`config.mk`:
```
export PLATFORM = sky130hd
export DESIGN_NAME = kiwi_addr_decode
export DESIGN_NICKNAME = d
export VERILOG_FILES = /design/src/rtl/kiwi_pkg.sv /design/src/rtl/kiwi_addr_decode.sv
export VERILOG_INCLUDE_DIRS = /design/src /design/src/rtl
export SDC_FILE = /design/constraint.sdc
export NUM_CORES = 1
export LEC_CHECK = 0
export ABC_AREA = 1
export ABC_CLOCK_PERIOD_IN_PS = 800
export BUFFER_PORTS_ARGS = -buffer_cell sky130_fd_sc_hd__buf_2
export CAP_MARGIN = 20
export CORE_AREA = 2 2 39 41
export DETAILED_ROUTE_END_ITERATION = 16
export DIE_AREA = 0 0 41 43
export PLACE_DENSITY = 0.53
export SLEW_MARGIN = 30
export SYNTH_ARGS = -nofsm -noshare
export SYNTH_HDL_FRONTEND = slang
export SYNTH_SLANG_ARGS = --single-unit
```
`constraint.sdc`:
```
create_clock -name vclk -period 0.8
set_clock_uncertainty 0.1 [all_clocks]
set_input_delay 0.04 -clock vclk [all_inputs]
set_output_delay 0.04 -clock vclk [all_outputs]
set_load 0.02 [all_outputs]
```
`src/rtl/kiwi_params.svh`:
```
`ifndef KIWI_PARAMS_SVH
`define KIWI_PARAMS_SVH

// Shared RAM address width, 8 KB
`define KIWI_RAM_AW 13

// ROM bus width, 128 KB of program space
`define KIWI_ROM_AW 17

// First 8 KB ROM page reached through the bank window
`define KIWI_BANK_BASE 4'd4

// Read value of open bus
`define KIWI_UNMAPPED 8'hff

// End of ROM space in the CPU map
`define KIWI_ROM_TOP 16'hc000

// Page of the bank/control latch
`define KIWI_BANK_PAGE 8'hf6

`endif

```
`src/rtl/kiwi_pkg.sv`:
```
package kiwi_pkg;

    // One CPU bus access as issued by the master
    typedef struct packed {
        logic [15:0] addr;
        // Write data, ignored on reads
        logic [7:0]  data;
        // High for writes
        logic        we;
    } cpu_req_t;

    // Completed access
    typedef struct packed {
        // Read byte, zero for writes
        logic [7:0] data;
    } cpu_rsp_t;

    // Decoded bus target
    typedef enum logic [2:0] {
        DEV_ROM,
        DEV_VRAM,
        DEV_VCTRL,
        DEV_PAL,
        DEV_RAM,
        // Bank/sound reset latch at F6xx
        DEV_BANK,
        // Open bus
        DEV_NONE
    } dev_sel_t;

endpackage

```
`src/rtl/kiwi_addr_decode.sv`:
```
`timescale 1ns/1ns
`include "kiwi_params.svh"

module kiwi_addr_decode (
    input  logic [15:0]             addr,
    input  logic [2:0]              bank,
    output kiwi_pkg::dev_sel_t      sel,
    output logic [`KIWI_ROM_AW-1:0] rom_addr
);

    // Page number on the ROM bus for the 8000-BFFF window
    logic [3:0] page;

    assign page = `KIWI_BANK_BASE + {1'b0, bank};

    // Region table, first match wins
    always_comb begin
        if (addr < `KIWI_ROM_TOP) begin
            sel = kiwi_pkg::DEV_ROM;
        end else if (addr[15:13] == 3'b110) begin
            // C000-DFFF
            sel = kiwi_pkg::DEV_VRAM;
        end else if (addr[15:12] == 4'he) begin
            // E000-EFFF, also seen by the sound CPU
            sel = kiwi_pkg::DEV_RAM;
        end else if (addr[15:10] == 6'b1111_00) begin
            // F000-F3FF, sprite RAM and video registers
            sel = kiwi_pkg::DEV_VCTRL;
        end else if (addr[15:8] == `KIWI_BANK_PAGE) begin
            // Latch only takes writes
            // the controller qualifies this with we
            sel = kiwi_pkg::DEV_BANK;
        end else if (addr[15:10] == 6'b1111_10) begin
            // F800-FBFF
            sel = kiwi_pkg::DEV_PAL;
        end else begin
            // F400-F5FF, F700-F7FF, FC00-FFFF
            sel = kiwi_pkg::DEV_NONE;
        end
    end

    // Lower 32 KB is fixed
    // upper window picks an 8 KB page
    always_comb begin
        if (!addr[15]) begin
            rom_addr = {1'b0, addr};
        end else begin
            rom_addr = {page, addr[12:0]};
        end
    end

endmodule

```
==> results.yml <==
global_routing:
  antenna_found_initial: 0
  met2_usage_pct: 10.0
  first_global_vias: 227
  busiest_layer: "met2"
  grt_max_degree: 5
  use_met3_pct: 1.57
  track_usage_pct: 5.79
  global_route.usage.met1_pct: 6.65
  grt_pass1_wl_microns: 793
  grt_overflow: 0
setup_path:
  critPathKind: "in -> out"
  critPathRequiredTime_ns: 0.66
  cp_max_fo: 4
  cp.arrival_ns: 0.61
  endpoint_kind: "primary output"
  crit_path_start_kind: "input port"
routing:
  ant_nets: 0
  drt-total-wl_microns: 529
  via_count: 249
  via_per_inst: 3.61
  drt_pre_antenna_iters: 3
  dr.first_iter.drc_count: 2
  route.detailed.drc: 0
  routedWlPerCell_microns: 7.67
timing:
  tightest_slew_ns: 0.173
  hold_viol_final: 8
  maxSlewHeadroom_pct: 88.4
  timing.final.crit_share_pct: 93.4
  finalSetupTns_ns: 0
  finalSetupViolCount: 0
  finalCriticalPeriod_ns: 0.748
  max_freq_ghz: 1.34
  holdWs_ns: -0.0200
  finalMaxSlewViolations: 0
worst_hold_path:
  min_from: "addr[5]"
  min_to: "rom_addr[5]"
  hold_depth: 0
  hp-class: "in -> out"
place:
  dpl.cell_count: 69
  gp_congestion: 0.555
  port_buffers: 23
  hpwl_microns: 455
final_layout:
  seq_area_sq_um: 0
  final_nets: 74
  stdcell_count: 69
  clkbuf_count: 0
  drive_gt1_share_pct: 66.0
  design.seq.count: 0
  multiInputGateArea_sq_um: 111
  antenna_cells: 0
  n_fill_cell: 160
  syn_to_final_growth_pct: 53.3
  final_util_pct: 23.1
  final_cell_mix: "buf_2, nand2_1, buf_4, inv_1, buf_6"
  mostFrequentLayoutCell: "buf_2"
synthesis:
  syn_nets: 58
  synth_largest_area_cell: "buf_4"
  seq_area_frac_synth_pct: 0
  synth.distinct_cells: 10
  yosysTopAreaCellShare_pct: 46.7
  synthTopCellsByArea: "buf_4, nand2_1, inv_1"
  syn_area_per_cell_sq_um: 5.36
  synth_area_sq_um: 209
  syn_inst: 39
  yosysWarnings: 0
pwr:
  switching_share_pct: 55.7
  p_sw_uw: 100
  vdd_ir_drop_max_mv: 0.120
  power_frac_comb_pct: 100.0
  p_clk_share_pct: 0
  power_per_cell_area_nw_per_um2: 562
  power.internal_uw: 79.7
  pwr-share-seq_pct: 0
  p_leak_nw: 0.205
die:
  fp.dieW_microns: 41
  die_area_sq_um: 1760
  io_pins: 39
  die_height_microns: 43
  start_util_pct: 15.1
  core_area_sq_um: 1380
  rows: 14
cts:
  post_cts_buffers: 0
run_status:
  violations: "hold timing"
  status: "finished with violations"
flow_run:
  drv_cap: 0
worst max-delay path, stage by stage:
cell	delay, ns
buf_4	0.13
buf_4	0.13
nand3_1	0.10
nand3_2	0.07
buf_6	0.13
per-layer routing:
metal	share of wire [%]	up-vias	wire (microns)
met1	40	103	212
met3	11	0	59
li1	-	132	-
met2	49	14	258
met5	0	-	0
met4	0	0	0
area by class of cell:
cell class / count / share of cell area, %
Timing Repair Buffer: 27 / 52.0
Multi-Input combinational cell: 20 / 34.8
Inverter: 6 / 7.03
Tap cell: 16 / 6.25
power by group through the flow:
stage / clock (mW) / sequential, mW / combinational [mW]
floorplan: 0 / 0 / 0.151
global placement: 0 / 0 / 0.157
detailed placement: 0 / 0 / 0.159
CTS: 0 / 0 / 0.161
global route: 0 / 0 / 0.197
finish: 0 / 0 / 0.180
cell usage after synthesis:
library cell	number
nand2_2	1
o21ai_0	1
nand3_1	2
nor2_1	3
a211oi_1	1
buf_4	13
nand2_1	10
nor3_1	1
nor2_2	1
inv_1	6
worst max path at each step:
stage | from | to | slack (ns) | depth (start not counted)
CTS | addr[11] | sel[0] | 0.01 | 7
global route | addr[11] | sel[0] | -0.01 | 7
floorplan | addr[13] | sel[2] | 0.02 | 2
finish | addr[15] | sel[0] | 0.05 | 5
detailed placement | addr[11] | sel[0] | -0.005 | 7
global placement | addr[11] | sel[0] | -0.03 | 7
timing repair:
action	4_1_cts	5_1_grt
setup endpoints to repair	1	2
resized for setup	1	13
hold endpoints to repair	8	8
pin swaps	0	4
cell families after synthesis:
kind of cell    after synthesis  synth area share (%)
compound gates                2                  5.99
buf+inv                      19                  57.5
simple gates                 18                  36.5
per-stage QoR:
step                power (mW)  cell area [sq um]  worst slack [ns]  hold WS, ns
floorplan                0.151                209            0.0225       0.0598
global placement         0.157                277           -0.0258      -0.0199
finish                   0.180                320            0.0524      -0.0200
CTS                      0.161                279            0.0104      -0.0199
detailed placement       0.159                277          -0.00463      -0.0199
global route             0.197                320           -0.0113      -0.0199
(Power assumes the default switching activity.)
