## src/rtl/kiwi_params.svh

```systemverilog
`ifndef KIWI_PARAMS_SVH
`define KIWI_PARAMS_SVH

// Shared RAM address width, 8 KB
`define KIWI_RAM_AW 13

// ROM bus width, 128 KB of program space
`define KIWI_ROM_AW 17

// First 8 KB ROM page reached through the bank window
`define KIWI_BANK_BASE 4'd4

// Read value of open bus
`define KIWI_UNMAPPED 8'hff

// End of ROM space in the CPU map
`define KIWI_ROM_TOP 16'hc000

// Page of the bank/control latch
`define KIWI_BANK_PAGE 8'hf6

`endif

```

## src/rtl/kiwi_pkg.sv

```systemverilog
package kiwi_pkg;

    // One CPU bus access as issued by the master
    typedef struct packed {
        logic [15:0] addr;
        // Write data, ignored on reads
        logic [7:0]  data;
        // High for writes
        logic        we;
    } cpu_req_t;

    // Completed access
    typedef struct packed {
        // Read byte, zero for writes
        logic [7:0] data;
    } cpu_rsp_t;

    // Decoded bus target
    typedef enum logic [2:0] {
        DEV_ROM,
        DEV_VRAM,
        DEV_VCTRL,
        DEV_PAL,
        DEV_RAM,
        // Bank/sound reset latch at F6xx
        DEV_BANK,
        // Open bus
        DEV_NONE
    } dev_sel_t;

endpackage

```

## src/rtl/kiwi_bus_ctrl.sv

```systemverilog
`timescale 1ns/1ns
`include "kiwi_params.svh"

module kiwi_bus_ctrl (
    input  logic                    clk,
    input  logic                    rst,
    input  kiwi_pkg::cpu_req_t      req,
    input  logic                    req_valid,
    output logic                    req_ready,
    output kiwi_pkg::cpu_rsp_t      rsp,
    output logic                    rsp_valid,
    input  logic                    rsp_ready,
    input  kiwi_pkg::dev_sel_t      sel,
    input  logic [`KIWI_ROM_AW-1:0] rom_addr_in,
    output logic                    rom_cs,
    output logic                    vram_cs,
    output logic                    vctrl_cs,
    output logic                    pal_cs,
    output logic                    ram_we,
    output logic                    bank_we,
    output logic [`KIWI_ROM_AW-1:0] rom_addr,
    input  logic                    rom_ok,
    input  logic [7:0]              rom_data,
    input  logic [7:0]              ram_dout,
    input  logic [7:0]              vram_dout,
    input  logic [7:0]              pal_dout,
    output kiwi_pkg::cpu_req_t      cur
);

    typedef enum logic [2:0] {
        S_IDLE,
        S_SELECT,
        S_WAIT_ROM,
        S_CAPTURE,
        S_RESPOND
    } state_t;

    state_t     state;
    // Read qualifier for the RAM, no port of its own
    logic       ram_cs;
    logic [7:0] rd_mux;

    // One access at a time, like the Z80 bus
    assign req_ready = (state == S_IDLE);

    // Read data priority as on the PCB
    always_comb begin
        if (cur.we) begin
            rd_mux = 8'h00;
        end else if (rom_cs) begin
            rd_mux = rom_data;
        end else if (ram_cs) begin
            rd_mux = ram_dout;
        end else if (vram_cs || vctrl_cs) begin
            // Video control reads come back on the VRAM bus
            rd_mux = vram_dout;
        end else if (pal_cs) begin
            rd_mux = pal_dout;
        end else begin
            rd_mux = `KIWI_UNMAPPED;
        end
    end

    always_ff @(posedge clk, posedge rst) begin
        if (rst) begin
            state     <= S_IDLE;
            rsp_valid <= 1'b0;
            rom_cs    <= 1'b0;
            vram_cs   <= 1'b0;
            vctrl_cs  <= 1'b0;
            pal_cs    <= 1'b0;
            ram_cs    <= 1'b0;
            ram_we    <= 1'b0;
            bank_we   <= 1'b0;
        end else begin
            case (state)
                S_IDLE: begin
                    if (req_valid) begin
                        state <= S_SELECT;
                    end
                end
                S_SELECT: begin
                    // Decode of the latched request is settled here
                    rom_cs   <= (sel == kiwi_pkg::DEV_ROM);
                    vram_cs  <= (sel == kiwi_pkg::DEV_VRAM);
                    vctrl_cs <= (sel == kiwi_pkg::DEV_VCTRL);
                    pal_cs   <= (sel == kiwi_pkg::DEV_PAL);
                    ram_cs   <= (sel == kiwi_pkg::DEV_RAM);
                    // Write strobes last a single cycle
                    ram_we   <= (sel == kiwi_pkg::DEV_RAM) && cur.we;
                    bank_we  <= (sel == kiwi_pkg::DEV_BANK) && cur.we;
                    state    <= S_WAIT_ROM;
                end
                S_WAIT_ROM: begin
                    ram_we  <= 1'b0;
                    bank_we <= 1'b0;
                    // Other targets pass straight through
                    if (!rom_cs || rom_ok) begin
                        state <= S_CAPTURE;
                    end
                end
                S_CAPTURE: begin
                    rsp_valid <= 1'b1;
                    rom_cs    <= 1'b0;
                    vram_cs   <= 1'b0;
                    vctrl_cs  <= 1'b0;
                    pal_cs    <= 1'b0;
                    ram_cs    <= 1'b0;
                    state     <= S_RESPOND;
                end
                S_RESPOND: begin
                    // Hold rsp until the master takes it
                    if (rsp_ready) begin
                        rsp_valid <= 1'b0;
                        state     <= S_IDLE;
                    end
                end
                default: begin
                    state <= S_IDLE;
                end
            endcase
        end
    end

    // Request, ROM address and read byte
    always_ff @(posedge clk) begin
        if (state == S_IDLE && req_valid) begin
            cur <= req;
        end
        if (state == S_SELECT) begin
            rom_addr <= rom_addr_in;
        end
        if (state == S_CAPTURE) begin
            rsp.data <= rd_mux;
        end
    end

endmodule

```

## config.mk

```make
export PLATFORM = sky130hd
export DESIGN_NAME = kiwi_bus_ctrl
export DESIGN_NICKNAME = d
export VERILOG_FILES = /design/src/rtl/kiwi_pkg.sv /design/src/rtl/kiwi_bus_ctrl.sv
export VERILOG_INCLUDE_DIRS = /design/src /design/src/rtl
export SDC_FILE = /design/constraint.sdc
export NUM_CORES = 1
export LEC_CHECK = 0
export BUFFER_PORTS_ARGS = -buffer_cell sky130_fd_sc_hd__buf_2
export CAP_MARGIN = 40
export CELL_PAD_IN_SITES_DETAIL_PLACEMENT = 0
export CELL_PAD_IN_SITES_GLOBAL_PLACEMENT = 1
export CORE_MARGIN = 3
export CORE_UTILIZATION = 32
export DETAILED_ROUTE_END_ITERATION = 10
export PLACE_DENSITY_LB_ADDON = 0.3
export SYNTH_ARGS = -nofsm -noshare
export SYNTH_HDL_FRONTEND = slang
export SYNTH_SLANG_ARGS = --single-unit
```

## constraint.sdc

```tcl
create_clock -name clk -period 2.6 [get_ports clk]
set_input_delay 0.52 -clock clk [delete_from_list [all_inputs] [get_ports clk]]
set_output_delay 0.52 -clock clk [all_outputs]
set_load 0.005 [all_outputs]
```

==> metrics.md <==
| Metric | Value |
|---|---|
| Max Cap Viol | `0` |
| Max Used Layer | `met4` |
| Worst Path Max Fanout | `10` |
| Hold Crit Class | `primary input to async pin` |
| LEAKAGE | `0.00142 uW` |
| Core area | `6870 um^2` |
| Via/cell ratio | `4.51` |
| Filler cells | `635` |
| Largest net degree at the start of global routing | `26` |
| Root Buffer | `clkbuf_8` |
| Crit path cell chain | `nor3_1 -> buf_2` |
| Combinational share of power | `0.245` |
| Fmax | `570 MHz` |
| Gpl congestion | `0.734` |
| H-tree levels | `3` |
| Yosys reg bits | `61` |
| Setup CP Type | `flip-flop to output port` |
| Startpoint types | `flip-flop` |
| I/O pins | `140` |
| ANT nets after route | `0` |
| First-pass GRT wire length | `8.92 mm` |
| Tmin final | `1.75 ns` |
| Hold slack | `0.186 ns` |
| Critical R2R Capture | `cur[9]` |
| Reg power frac | `0.480` |
| Number of global-route vias before repair | `1729` |
| Buffers on Ports | `139` |
| DP HPWL | `4.51 mm` |
| Remaining global-route overflow | `0` |
| Number of synthesis warnings | `0` |
| CP required | `2.08 ns` |
| Library cells used by synthesis | `27` |
| Post-Layout Cell Count | `390` |
| Post-Syn Instances | `143` |
| Clock Power Share | `0.275` |
| Worst-margin pin slew | `0.537 ns` |
| Met3 WL post-DR | `327 um` |
| Ant. Diodes | `0` |
| Switching power | `1010 uW` |
| Final nets | `371` |
| FF-to-FF setup slack | `1.04 ns` |
| Skew-Pair Late Insertion Delay | `0.33 ns` |
| Drc violations | `0` |
| Share of cells above drive strength 1 | `0.544` |
| Num Clock Sinks | `61` |
| Clock Tree Buf Depth | `2` |
| Status | `complete, no violations` |
| Switching Fraction | `0.303` |
| GRT Total Usage | `0.141` |
| Pwr per Cell Area | `1010 nW/um^2` |
| Seq/Total Area, Yosys | `0.776` |
| WL met2 | `2.98 mm` |
| Syn Area/Cell | `16.0 um^2` |
| Die X | `90.6 um` |
| Setup-failing EPs final | `0` |
| Post-CTS Setup Inserts | `0` |
| Multi-input gate area | `469 um^2` |
| Routed wire length | `5.82 mm` |
| CTS buffer count | `9` |
| Mapped Area | `2290 um^2` |
| Hold buffer count at CTS | `0` |
| Final WS setup | `0.845 ns` |
| Endpoints failing hold | `0` |
| Critical Path Slowest Stage Cell | `dfrtp_1` |
| Syn_nets | `225` |
| FF+latch area | `1780 um^2` |
| Via count | `1758` |
| WL per Instance | `14.9 um` |
| Slew Viols, Final | `0` |
| Die Footprint | `8210 um^2` |
| Die Ht | `90.6 um` |
| Pre-CTS setup slack | `1.02 ns` |
| Starting Density | `0.334` |
| DRT iter0 DRCs | `50` |
| Slew HR | `0.641` |
| CTS tree | `yes` |
| Rows | `30` |
| Crit path largest cell delay | `0.51 ns` |
| Setup TNS | `0 ns` |
| Crit path capture type | `output port` |
| Critical R2R Launch | `state[1]` |
| Initial antenna violation count | `0` |
| Max VDD drop | `574 uV` |
| Final period util | `0.675` |
| First-pass DRT Iterations | `4` |
| Internal power | `2330 uW` |
| Reg2reg path depth | `3` |
| Reg clk slew, reported paths | `0.07 ns` |
| Worst Skew | `0.00874 ns` |
| Metal-1 WL | `2.42 mm` |
| RSZ-0062 raised after global routing | `no` |
| Placed insts | `374` |
| Area growth, synth to finish | `44.3%` |
| Post-CTS sizing | `0` |
| Critical path arrival | `1.23 ns` |
| Finished Core Util | `0.481` |
[cell usage after synthesis (all sizes together)]
cell type	instances	area (um^2)
nor3	2	10.0
nor4b	2	32.5
o31ai	1	7.51
xnor2	1	8.76
or4b	8	80.1
a21oi	1	5.00
o21ai	24	120
nand2b	2	12.5
buf	6	37.5
or3	1	6.26
nor2b	2	20.0
nor2	7	26.3
and2	2	12.5
edfxtp	50	1500
inv	2	7.51
a32oi	8	70.1
or2	1	6.26
nand3b	1	7.51
nand2	10	37.5
o22ai	1	6.26
dfrtp	11	275
[area by class of cell]
cell class                      count  share of cell area
Sequential cell                    61               0.537
Clock buffer                        9              0.0375
Multi-Input combinational cell     74               0.142
Timing Repair Buffer              141               0.215
Tap cell                           96              0.0363
Inverter                            2             0.00227
Clock inverter                      7              0.0295
[metal layers]
| metal | track usage | up-vias |
|---|---|---|
| met4 | 0.0574 | 0 |
| met5 | 0 | - |
| met3 | 0.0392 | 10 |
| met1 | 0.164 | 833 |
| met2 | 0.243 | 64 |
| li1 | - | 851 |
[cells by family after synthesis]
| logic type | count (synthesis) | share of synthesized area |
|---|---|---|
| compound gates | 35 | 0.0912 |
| flops | 61 | 0.776 |
| buf+inv | 8 | 0.0197 |
| xor+xnor | 1 | 0.00382 |
| simple gates | 38 | 0.110 |
[power by group through the flow]
stage | Sequential, uW | Clock (uW) | Combinational, uW
after detailed placement | 1620 | 0 | 833
after global placement | 1620 | 0 | 835
after global routing | 1640 | 986 | 915
after floorplan | 1570 | 0 | 484
final | 1600 | 918 | 816
after CTS | 1610 | 947 | 836
[how the worst max path moves through the flow]
stage | from | to | slack [ns]
finish | state[1] | req_ready | 0.85
global route | state[1] | req_ready | 0.68
CTS | state[1] | req_ready | 0.82
detailed placement | pal_dout[0] | rsp[0] | 1.02
global placement | pal_dout[0] | rsp[0] | 1.00
floorplan | state[2] | rom_addr[0] | 0.70
[layout by cell type, fill, tap and decap left out, drive strengths merged]
cell      instances
a21oi             1
a32oi             8
and2              2
buf             141
bufinv            2
clkbuf            9
clkinv            2
clkinvlp          2
dfrtp            11
edfxtp           50
inv               3
nand2            10
nand2b            2
nand3b            1
nor2              7
nor2b             2
nor3              2
nor4b             2
o21ai            24
o22ai             1
o31ai             1
or2               1
or3               1
or4b              8
xnor2             1
[registers in the layout (all words and copies together) (netlist names), 3 cells and up]
| name | cells |
|---|---|
| rsp | 8 |
| state | 3 |
| rom_addr | 17 |
| cur | 25 |
[metrics by stage]
stage	instance area, um^2	total power (uW)
5_1_grt	3310	3540
2_1_floorplan	2290	2050
4_1_cts	3310	3390
6_report	3310	3340
3_3_place_gp	3080	2460
3_5_place_dp	3080	2460
[critical path: cells and delay by family (launching register included)]
kind | cells | cell delay [ns]
flops | 1 | 0.51
buf+inv | 1 | 0.15
simple gates | 1 | 0.26
Power figures use the tool's default switching activity.
