===== src/rtl/kiwi_params.svh =====
`ifndef KIWI_PARAMS_SVH
`define KIWI_PARAMS_SVH

// Shared RAM address width, 8 KB
`define KIWI_RAM_AW 13

// ROM bus width, 128 KB of program space
`define KIWI_ROM_AW 17

// First 8 KB ROM page reached through the bank window
`define KIWI_BANK_BASE 4'd4

// Read value of open bus
`define KIWI_UNMAPPED 8'hff

// End of ROM space in the CPU map
`define KIWI_ROM_TOP 16'hc000

// Page of the bank/control latch
`define KIWI_BANK_PAGE 8'hf6

`endif


===== src/rtl/kiwi_sysctl.sv =====
`timescale 1ns/1ns

module kiwi_sysctl (
    input  logic       clk,
    input  logic       rst,
    input  logic       bank_we,
    input  logic [7:0] wdata,
    input  logic       lvbl,
    input  logic       irq_ack,
    output logic [2:0] bank,
    output logic       snd_rstn,
    output logic       irq
);

    // Previous lvbl for edge detect
    logic lvbl_l;

    // Control latch at F6xx
    always_ff @(posedge clk, posedge rst) begin
        if (rst) begin
            bank     <= 3'd0;
            // Sound CPU held in reset until the game releases it
            snd_rstn <= 1'b0;
        end else if (bank_we) begin
            bank     <= wdata[2:0];
            snd_rstn <= wdata[4];
        end
    end

    // Interrupt at start of vertical blank
    always_ff @(posedge clk, posedge rst) begin
        if (rst) begin
            lvbl_l <= 1'b0;
            irq    <= 1'b0;
        end else begin
            lvbl_l <= lvbl;
            if (lvbl_l && !lvbl) begin
                // New blank wins over a late acknowledge
                irq <= 1'b1;
            end else if (irq_ack) begin
                irq <= 1'b0;
            end
        end
    end

endmodule


===== config.mk =====
export PLATFORM = sky130hd
export DESIGN_NAME = kiwi_sysctl
export DESIGN_NICKNAME = d
export VERILOG_FILES = /design/src/rtl/kiwi_params.svh /design/src/rtl/kiwi_sysctl.sv
export SDC_FILE = /design/constraint.sdc
export NUM_CORES = 1
export LEC_CHECK = 0
export BUFFER_PORTS_ARGS = -buffer_cell sky130_fd_sc_hd__buf_2
export CAP_MARGIN = 20
export CORE_AREA = 2 2 39 41
export CTS_CLUSTER_DIAMETER = 80
export DETAILED_ROUTE_END_ITERATION = 16
export DIE_AREA = 0 0 41 43
export SLEW_MARGIN = 20
export SYNTH_ARGS = -nofsm -noshare
export SYNTH_HDL_FRONTEND = slang
export SYNTH_SLANG_ARGS = --single-unit

===== constraint.sdc =====
create_clock -name clk -period 0.8 [get_ports clk]
set_input_delay 0.08 -clock clk [delete_from_list [all_inputs] [get_ports clk]]
set_output_delay 0.08 -clock clk [all_outputs]
set_load 0.05 [all_outputs]

==> impl_metrics.tcl, run 1 <==
set metrics [dict create \
    path_class "register to output port" \
    dpl_cell_area_sq_um 304.0 \
    r2r_slack_ps 20 \
    place_ws_ps 31.15 \
    max_freq_mhz 1139 \
    rsz0062_at_grt "true" \
    wl_per_cell_um 8.540 \
    setup_viol 5 \
    swShare_pct 28.71 \
    required_ps 720 \
    dieArea_sq_um 1763 \
    slew_headroom_pct 85.69 \
    drc 0 \
    holdCritPathClass "primary input to register" \
    critPathTopFamily "flip-flops" \
    num_vias 174 \
    synth_top_area_share_pct 70.59 \
    fillCellCount 148 \
    avgSynthCellArea_sq_um 15.19 \
    yosysMostFrequentCell "dfrtp_1" \
    synthTopCellsByArea "dfrtp_1 71%, mux2_2 21%, inv_1 5.3%, o22ai_1 2.9%" \
    post-route-min-period_ps 878.0 \
    async_reset_ff_share_pct 100.0 \
    violations "negative setup slack" \
    syn_inst 14 \
    io-pin-count 18 \
    post-route-worst-setup-slack_ps -78.04 \
    hold_viol_final 0 \
    ys_ff_latch 6 \
    fp-row-count 14 \
    placed_cells 43 \
    path_clk_slew_ps 50 \
    drive_gt1_share_pct 76.47 \
    h-tree-depth 1 \
    period_share_pct 109.8 \
    gp_congestion 0.5383 \
    cts.path.max_buffers 2 \
    intPower_uw 622.7 \
    gr-total-overflow 0 \
    path_buf_inv 1 \
    synth_edf_count 0 \
    ant_nets 0 \
    cts_tree "done" \
    max_cap_violations 0 \
    grt_use_total_pct 5.769 \
    endpoint "irq" \
    grt_pass1_wl_um 621 \
    pwr-share-clk_pct 34.2 \
    grt_max_degree 7 \
    multi_input_area_sq_um 51.30 \
    outcome "finished with violations" \
    ctsRootBufferMaster "clkbuf_4" \
    worst-slew-pin-transition_ps 214.4 \
    antenna_found_initial 0 \
    layout.nets 48 \
    power.switching_uw 250.8 \
    area_growth_pct 84.71 \
    r2r-end "snd_rstn$_DFFE_PP0P_" \
    slowest_delay_ps 410 \
    cp-startpoint "irq$_DFFE_PP0P_" \
    fin_util_pct 28.39 \
    grt_pass1_vias 170 \
    syn_nets 27 \
    cts.sinks 6 \
    core_sq_um 1384 \
    drt_iter0_markers 2 \
    skew_ps 0.03381 \
    synthesis.area_sq_um 212.7 \
    yosys.area.top_type "dfrtp_1" \
    synth_flop_cell "dfrtp_1" \
    die_h_um 43 \
    cp-start-kind "register" \
    numPortBuffers 13 \
    slew_viol_final 0 \
    drt-total-wl_um 427 \
    crit_cells 1 \
    r2r-start "snd_rstn$_DFFE_PP0P_" \
    power.density_nw_per_um2 2223 \
    ff2ff_path_depth 1 \
    design_area_sq_um 392.9 \
    finalSetupTns_ps -359.7 \
    worstPathArrival_ps 800 \
    comb_power_share_pct 25.3 \
    start_util_pct 15.37 \
    synth_common_cells "6 x dfrtp_1, 4 x mux2_2, 3 x inv_1" \
    vias_per_cell 3.480 \
    drt_pre_antenna_iters 2 \
    clk_latency_ps 240 \
    min_delay_path_depth 2 \
    critPathCaptureType "output port" \
    synth_warnings 0 \
    antennaDiodeCount 0 \
    vdd_drop_max_v 0.0007703 \
    ff_latch_area_sq_um 156.4 \
    ys_seq_area_share_pct 70.59 \
    finalNonFillerCells 50 \
    critPathMaxFanout 2 \
    numCtsBuffers 3 \
    yosysUniqueCellTypes 4 \
    p_leak_uw 0.0001888 \
    crit_slowest_cell "dfrtp_2" \
    timing.critical_path.cells "buf_8" \
    seqPwrFrac_pct 40.5 \
    die_w_um 41 \
]
## worst min path at each step
stage	startpoint	end	slack, ps
after floorplan	rst	lvbl_l$_DFF_PP0_	-130
after global placement	rst	lvbl_l$_DFF_PP0_	-7
after detailed placement	rst	lvbl_l$_DFF_PP0_	1
after CTS	irq_ack	irq$_DFFE_PP0P_	10
after global routing	irq_ack	irq$_DFFE_PP0P_	20
final	irq_ack	irq$_DFFE_PP0P_	20
## power groups by stage
stage | clock, uW | combinational (uW) | sequential [uW]
2_1_floorplan | 0 | 31.0 | 443
3_3_place_gp | 0 | 174 | 351
3_5_place_dp | 0 | 175 | 352
4_1_cts | 317 | 213 | 354
5_1_grt | 344 | 237 | 355
6_report | 299 | 221 | 354
## stage by stage
| step | total power, uW | hold slack [ps] |
|---|---|---|
| 2_1_floorplan | 474.0 | -129.4 |
| 3_3_place_gp | 524.4 | -7.343 |
| 3_5_place_dp | 526.6 | 1.142 |
| 4_1_cts | 883.1 | 14.18 |
| 5_1_grt | 936.0 | 22.85 |
| 6_report | 873.5 | 19.75 |
## sequential cells by signal (all words and copies together) (netlist names)
name / flops
lvbl_l: 1
bank: 3
irq: 1
snd_rstn: 1
## layer usage
| layer | GRT usage (%) | vias up | share of wire, % |
|---|---|---|---|
| met2 | 8.438 | 14 | 43 |
| met1 | 4.620 | 75 | 39 |
| li1 | - | 85 | - |
| met5 | 0 | - | 0 |
| met4 | 4.000 | 0 | 0 |
| met3 | 5.236 | 0 | 18 |
## logic make-up after synthesis
family                 count (synthesis)  synth area share [%]
flip-flops                             6                 70.59
AO/OA/AOI/OAI                          1                 2.943
buffers and inverters                  3                 5.294
multiplexers                           4                 21.17
## cell usage in the layout, fill, tap and decap left out
cell	instances
inv_1	3
buf_8	1
clkbuf_1	1
dfrtp_1	1
buf_6	4
clkbuf_4	3
mux2_2	4
dlygate4sd3_1	2
buf_4	1
buf_2	8
dfrtp_2	5
o22ai_1	1
## layout make-up
cell class	count	area share, %
Tap cell	16	5.096
Multi-Input combinational cell	5	13.06
Inverter	3	2.866
Sequential cell	6	39.81
Clock buffer	4	6.688
Timing Repair Buffer	16	32.48
## repair_timing
item                                   4_1_cts  5_1_grt
resized for setup                           10        1
hold buffers                                 2        0
pin swaps                                    0        0
setup endpoints to repair                    5        5
setup buffers                                0        1
endpoints found under the hold margin        7        0
Note: power is estimated with default switching activity, not from simulation.
==> run 2, diff against run 1 <==
- BUFFER_PORTS_ARGS: -buffer_cell sky130_fd_sc_hd__buf_2 -> -buffer_cell sky130_fd_sc_hd__clkbuf_2
==> run 2 against run 1 <==
  * The flow still finishes with violations (negative setup slack)
  * Largest cell class unchanged
  * First-iteration DRC count down 50%
  * Worst hold slack worse by 0.67 ps
  * Clock-buffer cell count did not move
  * Sequential share of layout area is 0.75 points lower
  * Power rose by 1.8%
  * Core utilization is 0.54 points higher
  * Non-clock buffer count is 1 lower
  * Sequential power up 1%
  * Clock power about the same
  * Routed wire length up 3.7%
==> impl_metrics.tcl, run 2 (synthesis gave the netlist of run 1 again) <==
set metrics [dict create \
    final_cell_mix "8 x clkbuf_2, 5 x dfrtp_2, 5 x buf_8" \
    h-tree-depth 1 \
    dp.final_hpwl_um 340.8 \
    power.switching_uw 255.6 \
    vdd_drop_max_v 0.0007006 \
    cp-start-kind "register" \
    largest_register_ff_count 3 \
    drt_pre_antenna_iters 2 \
    placed_cells 43 \
    slew_viol_final 0 \
    vias_per_cell 3.551 \
    intPower_uw 633.5 \
    dieArea_sq_um 1763 \
    finalNonFillerCells 49 \
    start_util_pct 15.37 \
    critPathMaxFanout 2 \
    ant_nets 0 \
    grtUsageMet3_pct 5.236 \
    clk_latency_ps 240 \
    swShare_pct 28.75 \
    worstHoldEndpoint "irq$_DFFE_PP0P_" \
    grt.busiest_layer "met2" \
    violations "negative setup slack" \
    r2r-end "snd_rstn$_DFFE_PP0P_" \
    io-pin-count 18 \
    r2r_slack_ps 0 \
    r2r-start "snd_rstn$_DFFE_PP0P_" \
    slowest_delay_ps 410 \
    max_cap_violations 0 \
    layout.nets 47 \
    grt_pass1_vias 204 \
    setup_viol 5 \
    hold_path.startpoint "irq_ack" \
    path_clk_slew_ps 50 \
    grt_use_total_pct 6.377 \
    gp_congestion 0.5376 \
    final_common_cell "clkbuf_2" \
    min_delay_path_depth 2 \
    antennaDiodeCount 0 \
    post-route-min-period_ps 888.5 \
    drive_gt1_share_pct 75.76 \
    timing.critical_path.cells "buf_8" \
    path_class "register to output port" \
    drt-total-wl_um 443 \
    core_sq_um 1384 \
    pwr-share-clk_pct 33.7 \
    rsz0062_at_grt "true" \
    ctsRootBufferMaster "clkbuf_4" \
    worstPathArrival_ps 810 \
    grt_max_degree 7 \
    largest-register "bank" \
    hold_viol_final 0 \
    gr-total-overflow 0 \
    seqPwrFrac_pct 40.3 \
    met1_usage_pct 4.620 \
    critPathCaptureType "output port" \
    numCtsBuffers 3 \
    path_buf_inv 1 \
    cts.path.max_buffers 2 \
    drc 0 \
    p_leak_uw 0.0001911 \
    worst-slew-pin-transition_ps 215.7 \
    ff2ff_path_depth 1 \
    holdCritPathClass "primary input to register" \
    wl_per_cell_um 9.041 \
    outcome "finished with violations" \
    critPathTopFamily "flip-flops" \
    fp-row-count 14 \
    power.density_nw_per_um2 2221 \
    crit_slowest_cell "dfrtp_2" \
    cts.sinks 6 \
    drt_iter0_markers 1 \
    die_h_um 43 \
    max_freq_mhz 1125 \
    skew_ps 0.02925 \
    post-route-worst-setup-slack_ps -88.52 \
    num_vias 174 \
    grt_pass1_wl_um 703 \
    area_growth_pct 88.24 \
    slew_headroom_pct 85.61 \
    die_w_um 41 \
    numPortBuffers 13 \
    required_ps 720 \
    period_share_pct 111.1 \
    antenna_found_initial 0 \
    cts_tree "done" \
    comb_power_share_pct 26.0 \
    finalSetupTns_ps -403.4 \
    use_met2_pct 10.31 \
]
==> run 2: cell types whose count changed in the layout (fill, tap and decap cells not counted), sizes merged <==
cell,change
buf,-9
clkbuf,+8
==> run 2: timing repair <==
| action | in CTS | in global routing |
|---|---|---|
| endpoints found under the setup margin | 5 | 6 |
| hold endpoints to repair | 7 | 0 |
| resized for setup | 10 | 5 |
| hold buffers | 2 | 0 |
| buffers inserted | 0 | 0 |
==> run 2: final cells by class <==
class,count,area [sq um]
Multi-Input combinational cell,5,51.30
Sequential cell,6,156.4
Timing Repair Buffer,15,135.1
Clock buffer,4,26.28
Fill cell,145,983.4
Tap cell,16,20.02
Inverter,3,11.26
==> run 2: stage by stage <==
step	total power [uW]	util [%]	cell area, sq um	setup slack [ps]	hold slack [ps]
after CTS	889.4	28.48	394.1	-111.0	10.56
after floorplan	474.0	-	219.0	-102.4	-129.4
final	889.1	28.93	400.4	-88.52	19.08
after global routing	949.8	28.93	400.4	-123.2	18.49
after global placement	524.7	21.97	304.0	36.46	-24.69
after detailed placement	527.5	21.97	304.0	27.61	-16.54
==> run 2: worst max-delay path by stage <==
stage,from,endpoint,slack (ps),cells after the start
2_1_floorplan,bank[0]$_DFFE_PP0P_,bank[0]$_DFFE_PP0P_,-100,1
3_3_place_gp,snd_rstn$_DFFE_PP0P_,snd_rstn$_DFFE_PP0P_,40,1
3_5_place_dp,snd_rstn$_DFFE_PP0P_,snd_rstn$_DFFE_PP0P_,30,1
4_1_cts,snd_rstn$_DFFE_PP0P_,snd_rstn,-110,1
5_1_grt,snd_rstn$_DFFE_PP0P_,snd_rstn,-120,1
6_report,snd_rstn$_DFFE_PP0P_,snd_rstn,-90,1
==> run 2: layer usage <==
| metal | vias to the layer above | routed length [um] |
|---|---|---|
| met5 | - | 0 |
| met4 | 0 | 0 |
| met2 | 14 | 209 |
| met3 | 0 | 64 |
| met1 | 78 | 169 |
| li1 | 82 | - |
==> run 2: power by group through the flow <==
stage	combinational (uW)	clock [uW]	sequential (uW)
floorplan	31.0	0	443
global placement	173	0	352
detailed placement	174	0	353
CTS	220	317	352
global route	245	344	360
finish	231	299	358
